### src/verilog/arcade_pkg.sv
package arcade_pkg;

	// ==============================
	// Vector types
	// ==============================
	typedef logic [7:0]  joy_t;
	typedef logic [9:0]  kbjoy_t;
	typedef logic [7:0]  player_ctl_t;
	typedef logic [7:0]  sample_t;
	typedef logic [10:0] mix_t;
	typedef logic [2:0]  core_color_t;
	typedef logic [5:0]  vga_color_t;
	typedef logic [1:0]  wb_adr_t;
	typedef logic [31:0] wb_data_t;

	// Settings field values 0 and 1 both decode to scan_off
	typedef enum logic [1:0] {
		scan_off   = 2'd0,
		scan_dim25 = 2'd1,
		scan_dim50 = 2'd2
	} scan_mode_t;

	typedef enum logic {
		wb_idle = 1'b0,
		wb_ack  = 1'b1
	} wb_state_t;

	// ==============================
	// Register map
	// ==============================
	parameter wb_adr_t ADR_SETTINGS = 2'd0;
	parameter wb_adr_t ADR_CORE_ID  = 2'd1;
	parameter wb_adr_t ADR_PLAYERS  = 2'd2;

	// Bit positions inside the settings register
	parameter int unsigned SET_CORE_RESET = 0;
	parameter int unsigned SET_UPRIGHT    = 2;
	parameter int unsigned SET_SCAN_LO    = 3;
	parameter int unsigned SET_SCAN_HI    = 4;
	parameter int unsigned SET_MUTE       = 5;
	parameter int unsigned SETTINGS_W     = 6;

endpackage
### src/verilog/shell_cfg_if.sv
interface shell_cfg_if;

	// Operator settings, decoded from the settings register
	logic                   core_reset;
	logic                   upright;
	arcade_pkg::scan_mode_t scan_mode;
	logic                   mute;

	// The register block owns every setting
	modport ctrl (
		output core_reset,
		output upright,
		output scan_mode,
		output mute
	);

	// Datapath blocks only look at the settings
	modport dp (
		input upright,
		input scan_mode,
		input mute
	);

endinterface

### src/verilog/arcade_shell_top.sv
module arcade_shell_top #(
	parameter arcade_pkg::wb_data_t CORE_ID = 32'h424c4b48
) (
	input  logic                    clk_sys,
	input  logic                    rst_n,

	// Wishbone classic slave
	input  logic                    wb_cyc,
	input  logic                    wb_stb,
	input  logic                    wb_we,
	input  arcade_pkg::wb_adr_t     wb_adr,
	input  arcade_pkg::wb_data_t    wb_dat_w,
	output arcade_pkg::wb_data_t    wb_dat_r,
	output logic                    wb_ack,

	// Controls from the keyboard decoder and the joysticks
	input  arcade_pkg::kbjoy_t      kbjoy,
	input  arcade_pkg::joy_t        joystick_0,
	input  arcade_pkg::joy_t        joystick_1,

	// Game core side
	input  arcade_pkg::sample_t     audio_a,
	input  arcade_pkg::sample_t     audio_b,
	input  arcade_pkg::core_color_t r,
	input  arcade_pkg::core_color_t g,
	input  arcade_pkg::core_color_t b,
	input  logic                    hs,
	input  logic                    vs,
	input  logic                    hblank,
	input  logic                    vblank,
	output logic                    core_reset,
	output arcade_pkg::player_ctl_t p1_ctl,
	output arcade_pkg::player_ctl_t p2_ctl,

	// Board outputs
	output logic                    audio_out,
	output arcade_pkg::vga_color_t  vga_r,
	output arcade_pkg::vga_color_t  vga_g,
	output arcade_pkg::vga_color_t  vga_b,
	output logic                    vga_hs,
	output logic                    vga_vs
);

	shell_cfg_if cfg_bus ();

	assign core_reset = cfg_bus.core_reset;

	wb_config_regs #(
		.CORE_ID (CORE_ID)
	) u_regs (
		.clk_sys  (clk_sys),
		.rst_n    (rst_n),
		.wb_cyc   (wb_cyc),
		.wb_stb   (wb_stb),
		.wb_we    (wb_we),
		.wb_adr   (wb_adr),
		.wb_dat_w (wb_dat_w),
		.wb_dat_r (wb_dat_r),
		.wb_ack   (wb_ack),
		.p1_ctl   (p1_ctl),
		.p2_ctl   (p2_ctl),
		.cfg      (cfg_bus)
	);

	control_mapper u_mapper (
		.clk_sys    (clk_sys),
		.rst_n      (rst_n),
		.kbjoy      (kbjoy),
		.joystick_0 (joystick_0),
		.joystick_1 (joystick_1),
		.cfg        (cfg_bus),
		.p1_ctl     (p1_ctl),
		.p2_ctl     (p2_ctl)
	);

	audio_mixer_dac u_audio (
		.clk_sys   (clk_sys),
		.rst_n     (rst_n),
		.audio_a   (audio_a),
		.audio_b   (audio_b),
		.cfg       (cfg_bus),
		.audio_out (audio_out)
	);

	video_output u_video (
		.clk_sys (clk_sys),
		.rst_n   (rst_n),
		.r       (r),
		.g       (g),
		.b       (b),
		.hs      (hs),
		.vs      (vs),
		.hblank  (hblank),
		.vblank  (vblank),
		.cfg     (cfg_bus),
		.vga_r   (vga_r),
		.vga_g   (vga_g),
		.vga_b   (vga_b),
		.vga_hs  (vga_hs),
		.vga_vs  (vga_vs)
	);

endmodule

### src/verilog/video_output.sv
module video_output (
	input  logic                    clk_sys,
	input  logic                    rst_n,
	input  arcade_pkg::core_color_t r,
	input  arcade_pkg::core_color_t g,
	input  arcade_pkg::core_color_t b,
	input  logic                    hs,
	input  logic                    vs,
	input  logic                    hblank,
	input  logic                    vblank,
	shell_cfg_if.dp                 cfg,
	output arcade_pkg::vga_color_t  vga_r,
	output arcade_pkg::vga_color_t  vga_g,
	output arcade_pkg::vga_color_t  vga_b,
	output logic                    vga_hs,
	output logic                    vga_vs
);

	logic blank;
	logic line_odd_q;

	// Blank, widen to 6 bits, then dim on odd lines
	function automatic arcade_pkg::vga_color_t shade(
		input arcade_pkg::core_color_t v,
		input logic                    blk,
		input logic                    odd,
		input arcade_pkg::scan_mode_t  mode
	);
		arcade_pkg::vga_color_t w;
		w = {v, v};
		if (blk) begin
			w = '0;
		end else if (odd && mode == arcade_pkg::scan_dim25) begin
			w = w - (w >> 2);
		end else if (odd && mode == arcade_pkg::scan_dim50) begin
			w = w >> 1;
		end
		return w;
	endfunction

	assign blank = hblank | vblank;

	// The registered hs is the previous input, which gives the rising edge
	always_ff @(posedge clk_sys) begin
		if (!rst_n) begin
			line_odd_q <= 1'b0;
		end else if (hs && !vga_hs) begin
			line_odd_q <= !line_odd_q;
		end
	end

	always_ff @(posedge clk_sys) begin
		if (!rst_n) begin
			vga_r  <= '0;
			vga_g  <= '0;
			vga_b  <= '0;
			vga_hs <= 1'b0;
			vga_vs <= 1'b0;
		end else begin
			vga_r  <= shade(r, blank, line_odd_q, cfg.scan_mode);
			vga_g  <= shade(g, blank, line_odd_q, cfg.scan_mode);
			vga_b  <= shade(b, blank, line_odd_q, cfg.scan_mode);
			vga_hs <= hs;
			vga_vs <= vs;
		end
	end

	a_blank_black: assert property (@(posedge clk_sys) disable iff (!rst_n)
		(hblank || vblank) |=> (vga_r == '0 && vga_g == '0 && vga_b == '0));

endmodule

### src/verilog/audio_mixer_dac.sv
module audio_mixer_dac (
	input  logic                clk_sys,
	input  logic                rst_n,
	input  arcade_pkg::sample_t audio_a,
	input  arcade_pkg::sample_t audio_b,
	shell_cfg_if.dp             cfg,
	output logic                audio_out
);

	arcade_pkg::mix_t mix_next;
	arcade_pkg::mix_t mix_q;
	logic [11:0]      acc_q;

	// Channel B is four times louder than channel A
	assign mix_next = {1'b0, audio_b, 2'b00} + {3'b000, audio_a};

	always_ff @(posedge clk_sys) begin
		if (!rst_n) begin
			mix_q <= '0;
		end else if (cfg.mute) begin
			mix_q <= '0;
		end else begin
			mix_q <= mix_next;
		end
	end

	// ==============================
	// First-order sigma-delta
	// ==============================

	// The carry out of the 11-bit sum is the DAC bit, so its density
	// over 2048 cycles tracks the mix value
	always_ff @(posedge clk_sys) begin
		if (!rst_n) begin
			acc_q <= '0;
		end else begin
			acc_q <= {1'b0, acc_q[10:0]} + {1'b0, mix_q};
		end
	end

	assign audio_out = acc_q[11];

	a_mix_range: assert property (@(posedge clk_sys) disable iff (!rst_n)
		mix_q <= 11'd1275);

endmodule

### src/verilog/control_mapper.sv
module control_mapper (
	input  logic                    clk_sys,
	input  logic                    rst_n,
	input  arcade_pkg::kbjoy_t      kbjoy,
	input  arcade_pkg::joy_t        joystick_0,
	input  arcade_pkg::joy_t        joystick_1,
	shell_cfg_if.dp                 cfg,
	output arcade_pkg::player_ctl_t p1_ctl,
	output arcade_pkg::player_ctl_t p2_ctl
);

	logic right_in, left_in, down_in, up_in, fire_in;
	logic m_right, m_left, m_down, m_up;

	// Keyboard and both joysticks share every direction
	assign right_in = kbjoy[4] | joystick_0[0] | joystick_1[0];
	assign left_in  = kbjoy[5] | joystick_0[1] | joystick_1[1];
	assign down_in  = kbjoy[6] | joystick_0[2] | joystick_1[2];
	assign up_in    = kbjoy[7] | joystick_0[3] | joystick_1[3];
	assign fire_in  = kbjoy[0] | joystick_0[4] | joystick_1[4];

	// An upright cabinet turns the monitor a quarter turn,
	// so the stick has to turn with it
	assign m_up    = cfg.upright ? right_in : up_in;
	assign m_down  = cfg.upright ? left_in  : down_in;
	assign m_left  = cfg.upright ? down_in  : left_in;
	assign m_right = cfg.upright ? up_in    : right_in;

	// Word layout is {0, coin, start, fire, up, down, left, right}
	always_ff @(posedge clk_sys) begin
		if (!rst_n) begin
			p1_ctl <= '0;
			p2_ctl <= '0;
		end else begin
			// Player 1 steers sideways and owns the coin slot
			p1_ctl <= {1'b0, kbjoy[3], kbjoy[1], fire_in, 2'b00, m_left, m_right};
			// Player 2 steers up and down
			p2_ctl <= {1'b0, 1'b0, kbjoy[2], fire_in, m_up, m_down, 2'b00};
		end
	end

endmodule

### src/verilog/wb_config_regs.sv
module wb_config_regs #(
	parameter arcade_pkg::wb_data_t CORE_ID = 32'h424c4b48
) (
	input  logic                    clk_sys,
	input  logic                    rst_n,
	input  logic                    wb_cyc,
	input  logic                    wb_stb,
	input  logic                    wb_we,
	input  arcade_pkg::wb_adr_t     wb_adr,
	input  arcade_pkg::wb_data_t    wb_dat_w,
	output arcade_pkg::wb_data_t    wb_dat_r,
	output logic                    wb_ack,
	input  arcade_pkg::player_ctl_t p1_ctl,
	input  arcade_pkg::player_ctl_t p2_ctl,
	shell_cfg_if.ctrl               cfg
);

	arcade_pkg::wb_state_t            state_q;
	logic [arcade_pkg::SETTINGS_W-1:0] settings_q;
	logic [1:0]                        scan_field;

	// ==============================
	// Bus sequencing
	// ==============================

	// A request is taken in idle, then acknowledged one edge later.
	// While the ack is out the master may still hold stb, so idle
	// ignores the request in that cycle
	always_ff @(posedge clk_sys) begin
		if (!rst_n) begin
			state_q    <= arcade_pkg::wb_idle;
			wb_ack     <= 1'b0;
			settings_q <= '0;
		end else begin
			case (state_q)
				arcade_pkg::wb_idle: begin
					wb_ack <= 1'b0;
					if (wb_cyc && wb_stb && !wb_ack) begin
						state_q <= arcade_pkg::wb_ack;
					end
				end
				arcade_pkg::wb_ack: begin
					state_q <= arcade_pkg::wb_idle;
					// An abandoned cycle gets no ack
					wb_ack  <= wb_cyc && wb_stb;
					if (wb_cyc && wb_stb && wb_we && wb_adr == arcade_pkg::ADR_SETTINGS) begin
						settings_q <= wb_dat_w[arcade_pkg::SETTINGS_W-1:0];
					end
				end
				default: begin
					state_q <= arcade_pkg::wb_idle;
					wb_ack  <= 1'b0;
				end
			endcase
		end
	end

	// Read data is loaded on the same edge that raises the ack
	always_ff @(posedge clk_sys) begin
		if (state_q == arcade_pkg::wb_ack) begin
			case (wb_adr)
				arcade_pkg::ADR_SETTINGS: wb_dat_r <= arcade_pkg::wb_data_t'(settings_q);
				arcade_pkg::ADR_CORE_ID:  wb_dat_r <= CORE_ID;
				arcade_pkg::ADR_PLAYERS:  wb_dat_r <= {16'h0000, p2_ctl, p1_ctl};
				default:                  wb_dat_r <= '0;
			endcase
		end
	end

	// ==============================
	// Settings decode
	// ==============================
	assign scan_field     = settings_q[arcade_pkg::SET_SCAN_HI:arcade_pkg::SET_SCAN_LO];
	assign cfg.core_reset = settings_q[arcade_pkg::SET_CORE_RESET];
	assign cfg.upright    = settings_q[arcade_pkg::SET_UPRIGHT];
	assign cfg.mute       = settings_q[arcade_pkg::SET_MUTE];

	// Field value 1 selected hq2x on the original board, which is not built here
	always_comb begin
		case (scan_field)
			2'd2:    cfg.scan_mode = arcade_pkg::scan_dim25;
			2'd3:    cfg.scan_mode = arcade_pkg::scan_dim50;
			default: cfg.scan_mode = arcade_pkg::scan_off;
		endcase
	end

	a_ack_single: assert property (@(posedge clk_sys) disable iff (!rst_n)
		wb_ack |=> !wb_ack);

	// The request that idle accepted must precede the ack by two edges
	a_ack_after_req: assert property (@(posedge clk_sys) disable iff (!rst_n)
		$rose(wb_ack) |-> $past(wb_cyc && wb_stb, 2));

endmodule

### config.mk
export PLATFORM = sky130hd
export DESIGN_NAME = arcade_shell_top
export DESIGN_NICKNAME = d
export VERILOG_FILES = /design/src/verilog/arcade_pkg.sv /design/src/verilog/shell_cfg_if.sv /design/src/verilog/arcade_shell_top.sv /design/src/verilog/video_output.sv /design/src/verilog/audio_mixer_dac.sv /design/src/verilog/control_mapper.sv /design/src/verilog/wb_config_regs.sv
export SDC_FILE = /design/constraint.sdc
export NUM_CORES = 1
export LEC_CHECK = 0
export ABC_CLOCK_PERIOD_IN_PS = 2700
export BUFFER_PORTS_ARGS = -buffer_cell sky130_fd_sc_hd__clkbuf_2
export CAP_MARGIN = 20
export CORE_AREA = 5 5 99 101
export DETAILED_ROUTE_END_ITERATION = 12
export DIE_AREA = 0 0 104 106
export HOLD_SLACK_MARGIN = 0.12
export PLACE_DENSITY = 0.81
export SYNTH_ARGS = -nofsm -noshare
export SYNTH_HDL_FRONTEND = slang
export SYNTH_HIERARCHICAL = 1
export SYNTH_SLANG_ARGS = --single-unit
### constraint.sdc
create_clock -name clk_sys -period 2.7 [get_ports clk_sys]
set_input_delay 0.27 -clock clk_sys [delete_from_list [all_inputs] [get_ports clk_sys]]
set_output_delay 0.27 -clock clk_sys [all_outputs]
set_load 0.05 [all_outputs]
==> results of run 1 <==
cell families (layout without fill, tap and decap cells):
group | after synthesis | after routing | synth area share, %
AOI/OAI and AO/OA | 85 | 85 | 13.5
xor gates and xnor gates | 13 | 13 | 2.70
adders and majority gates | 36 | 36 | 11.6
buffers and inverters | 52 | 149 | 7.69
DFF | 77 | 77 | 40.6
muxes | 15 | 15 | 3.62
other | 2 | 18 | 0.178
and+or+nand+nor | 152 | 152 | 20.1
sequential cells by signal, indices dropped and copies added (netlist names):
signal and cells:
u_regs/wb_ack 1, u_video/vga_r 6, u_video/vga_b 6, u_video/vga_hs 1, u_video/line_odd_q 1, u_video/vga_g 6, u_mapper/p2_ctl 3, u_regs/wb_dat_r 17
u_audio/acc_q 12, u_regs/settings_q 6, u_video/vga_vs 1, u_mapper/p1_ctl 5, u_audio/mix_q 11, u_regs/state_q 1
final cells by class:
cell class,count,share of cell area (%)
Timing Repair Buffer,117,12.2
Clock inverter,6,1.32
Multi-Input combinational cell,319,45.3
Tap cell,111,2.81
Sequential cell,77,34.6
Clock buffer,10,2.58
Inverter,16,1.21
worst reg2reg max path: cells and delay by family (launching register included):
family          cells  cell delay [ps]
fa+ha+maj           2              650
simple gates        1              220
flops               1              310
compound gates      3              720
mux                 1              200
synth_stat cells (all sizes together) (12+ instances only):
cell and count:
a21oi 24, and2 26, buf 30, dfxtp 60, edfxtp 17, ha 31, inv 16, mux2i 13
nand2 31, nand3 13, nor2 26, nor3 12
layer usage:
layer  GRT usage (%)  vias up  wire [um]
li1                -     1712          -
met1            18.7     1646       3660
met2            31.2      118       5040
met3            3.89       17        535
met4            4.90        0        161
met5               0        -          0
power groups by stage:
stage / combinational, mW / sequential [mW] / clock, mW
after floorplan: 0.485 / 1.39 / 0
after global placement: 0.670 / 1.32 / 0
after detailed placement: 0.698 / 1.32 / 0
after CTS: 0.707 / 1.29 / 0.862
after global routing: 0.785 / 1.30 / 0.913
final: 0.711 / 1.29 / 0.842
repair_timing:
item,4_1_cts,5_1_grt
setup buffers,0,0
endpoints found under the hold margin,2,0
hold buffers,2,0
gates resized for setup,0,0
path summary, 6_finish.rpt:
kind | to | slack (ps) | cells after the start
worst max-delay path | u_audio/acc_q[10] | 520 | 7
worst min-delay path | u_audio/mix_q[0] | 140 | 2
worst max register to register | u_audio/acc_q[10] | 520 | 7
worst min register to register | u_regs/state_q | 440 | 1
placed cells by master, fill, tap and decap left out, types with 11 or more instances in the layout:
| master | instances |
|---|---|
| dfxtp_1 | 60 |
| edfxtp_1 | 17 |
| o21ai_0 | 11 |
| nand2_1 | 31 |
| mux2i_1 | 13 |
| and2_1 | 26 |
| a21oi_1 | 23 |
| nand3_1 | 13 |
| clkbuf_2 | 112 |
| inv_1 | 16 |
| a21o_1 | 11 |
| nor3_1 | 12 |
| ha_1 | 31 |
| nor2_1 | 25 |
| conb_1 | 18 |
through the flow:
stage	instance area (sq um)	utilization (%)	hold slack [ps]	std cells	power [mW]
finish	4940	55.4	143	656	2.85
global route	4940	55.4	130	656	3.00
CTS	4940	55.4	126	656	2.86
detailed placement	4730	53.0	416	638	2.02
global placement	4730	53.0	411	638	1.99
floorplan	4270	-	390	448	1.88
==> out/summary.txt, run 1 <==
Critical R2R Launch: u_audio/mix_q[0]
First-pass GRT wire length: 15600 um
Pwr Density: 576 nW/um^2
Post-synth EDFFs: 17
Final TNS setup: 0 ps
Tcrit/Tclk final: 80.6%
Leakage: 2.36 nW
Element type at the critical path end: flop
Pin count of the biggest net entering global routing: 24
Area occupied by multi-input gates: 2240 sq um
Port buffer count: 112
Initial Util: 47.2%
Filler instances: 821
CP Max Fanout: 3
Mapped Area: 4210 sq um
Die Footprint: 11000 sq um
Number of global-route vias before repair: 3462
Final min period: 2180 ps
Die Span Y: 106 um
Sw power: 895 uW
Switching share of power: 31.4%
Sequential Power Share: 45.4%
Status: completed
Clk pwr share: 29.6%
Worst setup startpoint: u_audio/mix_q[0]
Number of distinct library cells after synthesis: 60
Synthesis Warnings: 6
CP Data Required Time: 2970 ps
Post-DP HPWL: 7240 um
Clock Latency Late Sink: 340 ps
TritonCTS Buffers: 9
Detailed-route wire length per cell: 14.3 um
Startpoint Class: flop
Horiz. Die Dim: 104 um
Cell taking the most area after synthesis: dfxtp_1
Setup CP Type: reg2reg
Slew Limit Fails: 0
RSZ-0062 raised after global routing: no
Area growth from synthesis to layout: 17.3%
Reg clk slew, reported paths: 80 ps
CP top delay family: compound AO/OA/AOI/OAI gates
Clock buffer depth: 2
Highest clock rate: 0.460 GHz
Dpl ws: 574 ps
Worst-margin pin slew: 675 ps
Mean Syn Cell Area: 9.75 sq um
Share of cells above drive strength 1: 26.8%
Via/cell ratio: 5.32
Number of cell rows: 35
Sink Count: 77
DRT iter0 DRCs: 129
DRC Markers: 0
Relative slew slack: 54.9%
Final setup vio count: 0
Total Routing Usage GR: 16.7%
Final GP Congestion: 0.796
Post-synth top flop: dfxtp_1
Routed via count: 3493
Total iterations of the first detailed-routing run: 4
Internal power: 1.95 mW
Initial antenna violation count: 0
Min-delay worst type: in2reg
WP buf/inv: 0
Critical Path Slowest Stage Cell: fa_1
Final #Nets: 670
Final ANT Viol Nets: 0
Synth top area cells: dfxtp_1 (29%), edfxtp_1 (12%), ha_1 (9.2%), buf_4 (4.3%), and2_1 (3.9%)
Crit-path max cell delay: 440 ps
Root Driver: clkbuf_8
Max H-tree Level: 3
Register area: 1710 sq um
Num ports: 165
Final Skew: 11.3 ps
Post-synthesis sequential area ratio: 40.6%
Max Cap Viol: 0
TritonCTS clock tree: yes
DRT Wirelength: 9400 um
CORE AREA: 8930 sq um
Synth top area share: 28.5%
Flops & latches, synth: 77
CP Cell Sequence: ha_1, fa_1, a211oi_2, o21bai_1, and3_1, a221oi_2, mux2i_1
Async set or reset register ratio after synthesis: 0%
Final Hold Viols: 0
Antenna diodes: 0
Hold path startpoint: audio_a[0]
Comb pwr share: 25.0%
Worst EP arrival: 2440 ps
Mapped Cells: 432
Overflow after GRT: 0
Peak VDD IR: 0.286 mV
Final setup margin: 525 ps
No activity file was read; power rests on OpenSTA's default activity.
==> run 2: changes to the inputs <==
Settings changed: ABC_AREA from default to 1, ABC_CLOCK_PERIOD_IN_PS 2700 to 2150, CORE_AREA 5 5 99 101 to 5 5 101 103, DIE_AREA 0 0 104 106 to 0 0 106 108.
Clock period 2.7 ns to 2.15 ns, I/O delays scaled along.
==> run 2 against run 1 <==
Total power is 25% higher. Core utilization is 2.5 points higher. Critical path type unchanged. Die area grew 3.8%. Critical path depth is 2 higher. Worst hold slack worse by 1.4 ps. Non-clock buffer count increased by 9. Global-route usage grew 0.83 points. Register-to-register slack worse by 240 ps. Largest cell class unchanged.
==> out/summary.txt, run 2 <==
Status: completed
Initial Util: 48.6% (+1.4 points)
Mean Syn Cell Area: 7.43 sq um (-24%)
Total iterations of the first detailed-routing run: 4 (unchanged)
Via/cell ratio: 4.80 (-9.9%)
Initial antenna violation count: 0 (unchanged)
Biggest register: u_regs/wb_dat_r
Dpl ws: 293 ps (-281 ps)
Worst-margin pin slew: 535 ps (-140 ps)
Mapped Area: 4420 sq um (+5.0%)
Mapped Cells: 595 (+38%)
Setup CP Type: reg2reg
Share of cells above drive strength 1: 22.6% (-4.2 points)
Min-delay worst type: in2reg
DRT Wirelength: 10100 um (+7.0%)
Total Routing Usage GR: 17.5% (+0.83 points)
Final #Nets: 847 (+26%)
Final setup vio count: 0 (unchanged)
Cell taking the most area after synthesis: dfxtp_1
Worst EP arrival: 2110 ps (-330 ps)
Number of distinct library cells after synthesis: 31 (-48%)
Number of global-route vias before repair: 3882 (+12%)
Startpoint Class: flop
Max Cap Viol: 0 (unchanged)
DRC Markers: 0 (unchanged)
Clock Latency Late Sink: 350 ps (about the same)
Highest clock rate: 0.537 GHz (+17%)
DRT iter0 DRCs: 147 (+14%)
Synth top area share: 27.2% (-1.3 points)
Clock buffer depth: 2 (unchanged)
Largest regs: u_regs/wb_dat_r x17, u_audio/acc_q x12, u_audio/mix_q x11
Flops & latches, synth: 77 (unchanged)
Die Footprint: 11400 sq um (+3.8%)
TritonCTS Buffers: 9 (unchanged)
RSZ-0062 raised after global routing: no
Final TNS setup: 0 ps (unchanged)
Area growth from synthesis to layout: 19.1%
Min Hold Slack: 141 ps (-1.39 ps)
Final Hold Viols: 0 (unchanged)
Pwr Density: 673 nW/um^2 (+17%)
Pin count of the biggest net entering global routing: 30 (+25%)
Antenna diodes: 0 (unchanged)
Detailed-route wire length per cell: 12.1 um (-16%)
First-pass GRT wire length: 16500 um (+6.1%)
CP Max Fanout: 22 (+19)
Num ports: 165 (unchanged)
Die Span Y: 108 um (+1.9%)
Post-CTS setup buffer count: 0 (unchanged)
Synthesis Warnings: 6 (unchanged)
Overflow after GRT: 0 (unchanged)
Final core utilization: 57.8% (+2.5 points)
Filler instances: 818 (-0.37%)
CORE AREA: 9110 sq um (+2.0%)
Final setup margin: 286 ps (-239 ps)
Routed via count: 3998 (+14%)
Root Driver: clkbuf_8
Final GP Congestion: 0.893 (+12%)
Max H-tree Level: 3 (unchanged)
Max reg flops: 17 (unchanged)
Horiz. Die Dim: 106 um (+1.9%)
Reg clk slew, reported paths: 90 ps (about the same)
Sink Count: 77 (unchanged)
Post-synth EDFFs: 17 (unchanged)
Port buffer count: 112 (unchanged)
Leakage: 2.83 nW (+20%)
CP Data Required Time: 2400 ps (-570 ps)
Async set or reset register ratio after synthesis: 0% (unchanged)
Total power draw: 3.55 mW (+25%)
Slew Limit Fails: 0 (unchanged)
Most common cell after layout, fill and taps aside: nand2_1
Post-DP HPWL: 7730 um (+6.8%)
Post-synthesis sequential area ratio: 38.7% (-1.9 points)
Final Skew: 11.5 ps (+0.159 ps)
Number of cell rows: 35 (unchanged)
Element type at the critical path end: flop
TritonCTS clock tree: yes
Cell with the most instances after synthesis: nand2_1
Tcrit/Tclk final: 86.7% (+6.1 points)
Post-synth top flop: dfxtp_1
Top cells by count, synth: nand2_1 (141), inv_1 (81), nor2_1 (72)
Peak VDD IR: 0.386 mV (+35%)
Synth top area cells: dfxtp_1 (27%), nand2_1 (12%), edfxtp_1 (12%), ha_1 (8.8%), inv_1 (6.9%)
Final min period: 1860 ps (-311 ps)
Commonest non-fill, non-tap cells in the layout: nand2_1 (141), clkbuf_2 (112), inv_1 (81)
Final ANT Viol Nets: 0 (unchanged)
Relative slew slack: 64.2% (+9.3 points)
## run 2: cell types whose count changed after synthesis, sizes merged, moves of 11 or more
| cell | delta |
|---|---|
| nand2 | +116 |
| inv | +73 |
| nor2 | +56 |
| nand3 | +45 |
| and2 | -26 |
| a21oi | +15 |
| mux2i | -13 |
| a21o | -11 |
## run 2: timing repair
| action | CTS | global route |
|---|---|---|
| endpoints found under the hold margin | 11 | 0 |
| hold buffers | 12 | 0 |
| resized for setup | 0 | 0 |
## run 2: path summary, 6_finish.rpt
check / cells past startpoint / from / slack [ps] / to
min reg2reg: 1 / u_regs/wb_ack / 430 / u_regs/state_q
max: 9 / u_regs/settings_q[4] / 290 / u_video/vga_b[5]
min: 3 / audio_b[6] / 140 / u_audio/mix_q[10]
max reg2reg: 9 / u_regs/settings_q[4] / 290 / u_video/vga_b[5]
## run 2: cell type report
type	instances	area, sq um	area share [%]
Timing Repair Buffer	126	696	13.2
Clock buffer	9	124	2.35
Clock inverter	7	63.8	1.21
Inverter	89	334	6.34
Tap cell	111	139	2.64
Sequential cell	77	1710	32.5
Multi-Input combinational cell	414	2200	41.8
## run 2: cell families (layout without fill, tap and decap cells)
group,after synthesis,after routing,synth area share [%]
AND/OR/NAND/NOR,302,302,30.1
adder cells (fa/ha/maj),36,36,11.0
AO/OA/AOI/OAI,57,57,6.90
other,2,18,0.170
XOR/XNOR,1,1,0.198
buffers and inverters,120,231,12.9
flip-flops,77,77,38.7
## run 2: critical path, stage by stage, from the launching register on
cell and delay (ps):
dfxtp_1 360, inv_1 60, nor2_1 250, nand2_1 140, nor2_4 440, inv_2 160
nor2_1 170, nand3_1 90, nand2_1 60, nor2_1 40
## run 2: metrics by stage
stage,area (sq um),instances
finish,5270,833
CTS,5270,833
global route,5270,833
detailed placement,4960,805
floorplan,4480,611
global placement,4960,805
## run 2: per-layer routing
metal,up-vias,wire [um],global-route usage (%)
met5,-,0,0
met4,0,127,6.75
met3,6,603,4.24
met2,99,5240,32.8
met1,1805,4090,19.1
li1,2088,-,-
## run 2: report_power, final
part           internal, mW  switching (mW)  leakage (nW)  total (mW)
logic                 0.288           0.613          2.07       0.901
clock network         0.447           0.599        0.0907        1.05
registers              1.57          0.0339         0.660        1.60
total                  2.30            1.25          2.83        3.55
==> run 3: changes to the inputs <==
Settings changed: ABC_AREA 1 to default, CORE_AREA 5 5 101 103 to 5 5 99 101, DIE_AREA 0 0 106 108 to 0 0 104 106.
==> run 3 against run 2 <==
Register-to-register slack worse by 160 ps. Count of clock-buffer cells in the layout is 4 higher. Combinational power is 2% higher. Highest routed layer unchanged.
==> out/summary.txt, run 3 (synthesis gave the netlist of run 1 again) <==
Status: completed
Final #Nets: 688 (-19%)
TritonCTS Buffers: 9 (unchanged)
CORE AREA: 8930 sq um (-1.9%)
Highest clock rate: 0.493 GHz (-8.0%)
Pin count of the biggest net entering global routing: 22 (-27%)
Final Skew: 9.68 ps (-1.82 ps)
Initial antenna violation count: 0 (unchanged)
DRC Markers: 0 (unchanged)
Crit-path max cell delay: 380 ps (-60 ps)
Element type at the critical path end: flop
Antenna diodes: 0 (unchanged)
Setup CP Type: reg2reg
Critical Path Slowest Stage Cell: fa_2
Final Hold Viols: 0 (unchanged)
Filler instances: 811 (-0.86%)
Sink Count: 77 (unchanged)
Final min period: 2030 ps (+163 ps)
Clock Latency Late Sink: 350 ps (about the same)
Slew Limit Fails: 0 (unchanged)
Via/cell ratio: 5.22 (+8.7%)
Post-CTS setup buffer count: 0 (unchanged)
Share of cells above drive strength 1: 26.6% (+4.1 points)
First-pass GRT wire length: 15700 um (-5.3%)
Final Instance Area: 5100 sq um (-3.1%)
Port buffer count: 112 (unchanged)
Peak VDD IR: 0.310 mV (-20%)
Area growth from synthesis to layout: 21.1%
Horiz. Die Dim: 104 um (-1.9%)
Overflow after GRT: 0 (unchanged)
CP Cell Sequence: ha_1, fa_2, a211oi_2, o21bai_1, and3_1, a221oi_2, mux2i_1
Final setup vio count: 0 (unchanged)
Num ports: 165 (unchanged)
Root Driver: clkbuf_8
Initial Util: 47.2% (-1.4 points)
Die Span Y: 106 um (-1.9%)
Final ANT Viol Nets: 0 (unchanged)
Worst-margin pin slew: 596 ps (+60.6 ps)
Worst EP arrival: 2310 ps (+200 ps)
TritonCTS clock tree: yes
Detailed-route wire length per cell: 14.1 um (+16%)
Reg clk slew, reported paths: 80 ps (about the same)
DRT iter0 DRCs: 155 (+5.4%)
Routed via count: 3517 (-12%)
Placement-stage cell area: 4760 sq um (-4.0%)
Clock buffer depth: 2 (unchanged)
Final TNS setup: 0 ps (unchanged)
Tcrit/Tclk final: 94.3% (+7.6 points)
Leakage: 2.43 nW (-14%)
Total iterations of the first detailed-routing run: 4 (unchanged)
Max reg flops: 17 (unchanged)
Post-DP HPWL: 7290 um (-5.7%)
Largest regs: u_regs/wb_dat_r x17, u_audio/acc_q x12, u_audio/mix_q x11
Number of global-route vias before repair: 3442 (-11%)
Max Cap Viol: 0 (unchanged)
Relative slew slack: 60.0% (-4.3 points)
CP Max Fanout: 3 (-86%)
Commonest non-fill, non-tap cells in the layout: clkbuf_2 (112), dfxtp_1 (60), nand2_1 (31), ha_1 (31), and2_1 (26)
CP Data Required Time: 2430 ps (+30 ps)
Pwr Density: 692 nW/um^2 (+2.8%)
Final GP Congestion: 0.783 (-12%)
Startpoint Class: flop
WP buf/inv: 0 (-2)
Biggest register: u_regs/wb_dat_r
CP top delay family: compound AO/OA/AOI/OAI gates
Max H-tree Level: 3 (unchanged)
Total Routing Usage GR: 17.2% (-0.36 points)
DRT Wirelength: 9480 um (-5.7%)
RSZ-0062 raised after global routing: no
Number of cell rows: 35 (unchanged)
Die Footprint: 11000 sq um (-3.7%)
Min-delay worst type: in2reg
Most common cell after layout, fill and taps aside: clkbuf_2
-- run 3: cell types whose count changed in the layout (fill, tap and decap cells not counted), moves of 9 or more --
cell and change:
nand3_1 -43, a21oi_1 -13, inv_1 -65, and2_1 +26, nand2b_1 +9, nor2_1 -47
nand2_1 -110, nor3_1 +10, mux2i_1 +13, a21o_1 +11
-- run 3: final timing paths --
check / slack, ps / depth (start not counted) / end / startpoint
worst max register to register: 120 / 7 / u_audio/acc_q[10] / u_audio/mix_q[0]
worst min-delay path: 140 / 2 / u_regs/wb_ack / wb_stb
worst min register to register: 420 / 1 / u_regs/state_q / u_regs/wb_ack
worst max-delay path: 120 / 7 / u_audio/acc_q[10] / u_audio/mix_q[0]
-- run 3: per-stage QoR --
stage          cells  power [mW]  hold WS, ps  util, %  worst slack (ps)
3_3_place_gp     642        2.50          412     53.3               113
3_5_place_dp     642        2.54          417     53.3              74.2
5_1_grt          674        3.73          128     57.1              9.21
6_report         674        3.53          141     57.1               123
2_1_floorplan    448        2.36          335        -               216
4_1_cts          674        3.56          128     57.1              58.8
-- run 3: final cells by class --
class	count	area [sq um]	share of cell area, %
multi-input combinational	319	2240	43.9
sequential	77	1710	33.5
timing repair buffer	135	773	15.1
clock buffer	13	159	3.11
tap	111	139	2.72
inverter	16	60.1	1.18
clock inverter	3	21.3	0.417
-- run 3: power breakdown --
part           internal [mW]  leakage [nW]  switching [mW]
clock network          0.483        0.0896           0.508
logic                  0.355          1.68           0.564
registers               1.58         0.662          0.0437
total                   2.42          2.43            1.12
-- run 3: routing by layer --
layer	part of all wire [%]	vias to the layer above	track usage, %
met3	5.6	19	4.19
met2	53	108	31.2
met1	39	1647	18.5
met5	0	-	0
met4	2.8	0	8.33
li1	-	1743	-
-- run 3: what timing repair did --
action,CTS,global route
gates resized for setup,0,1
hold endpoints to repair,15,0
setup endpoints to repair,0,1
hold buffers,16,0
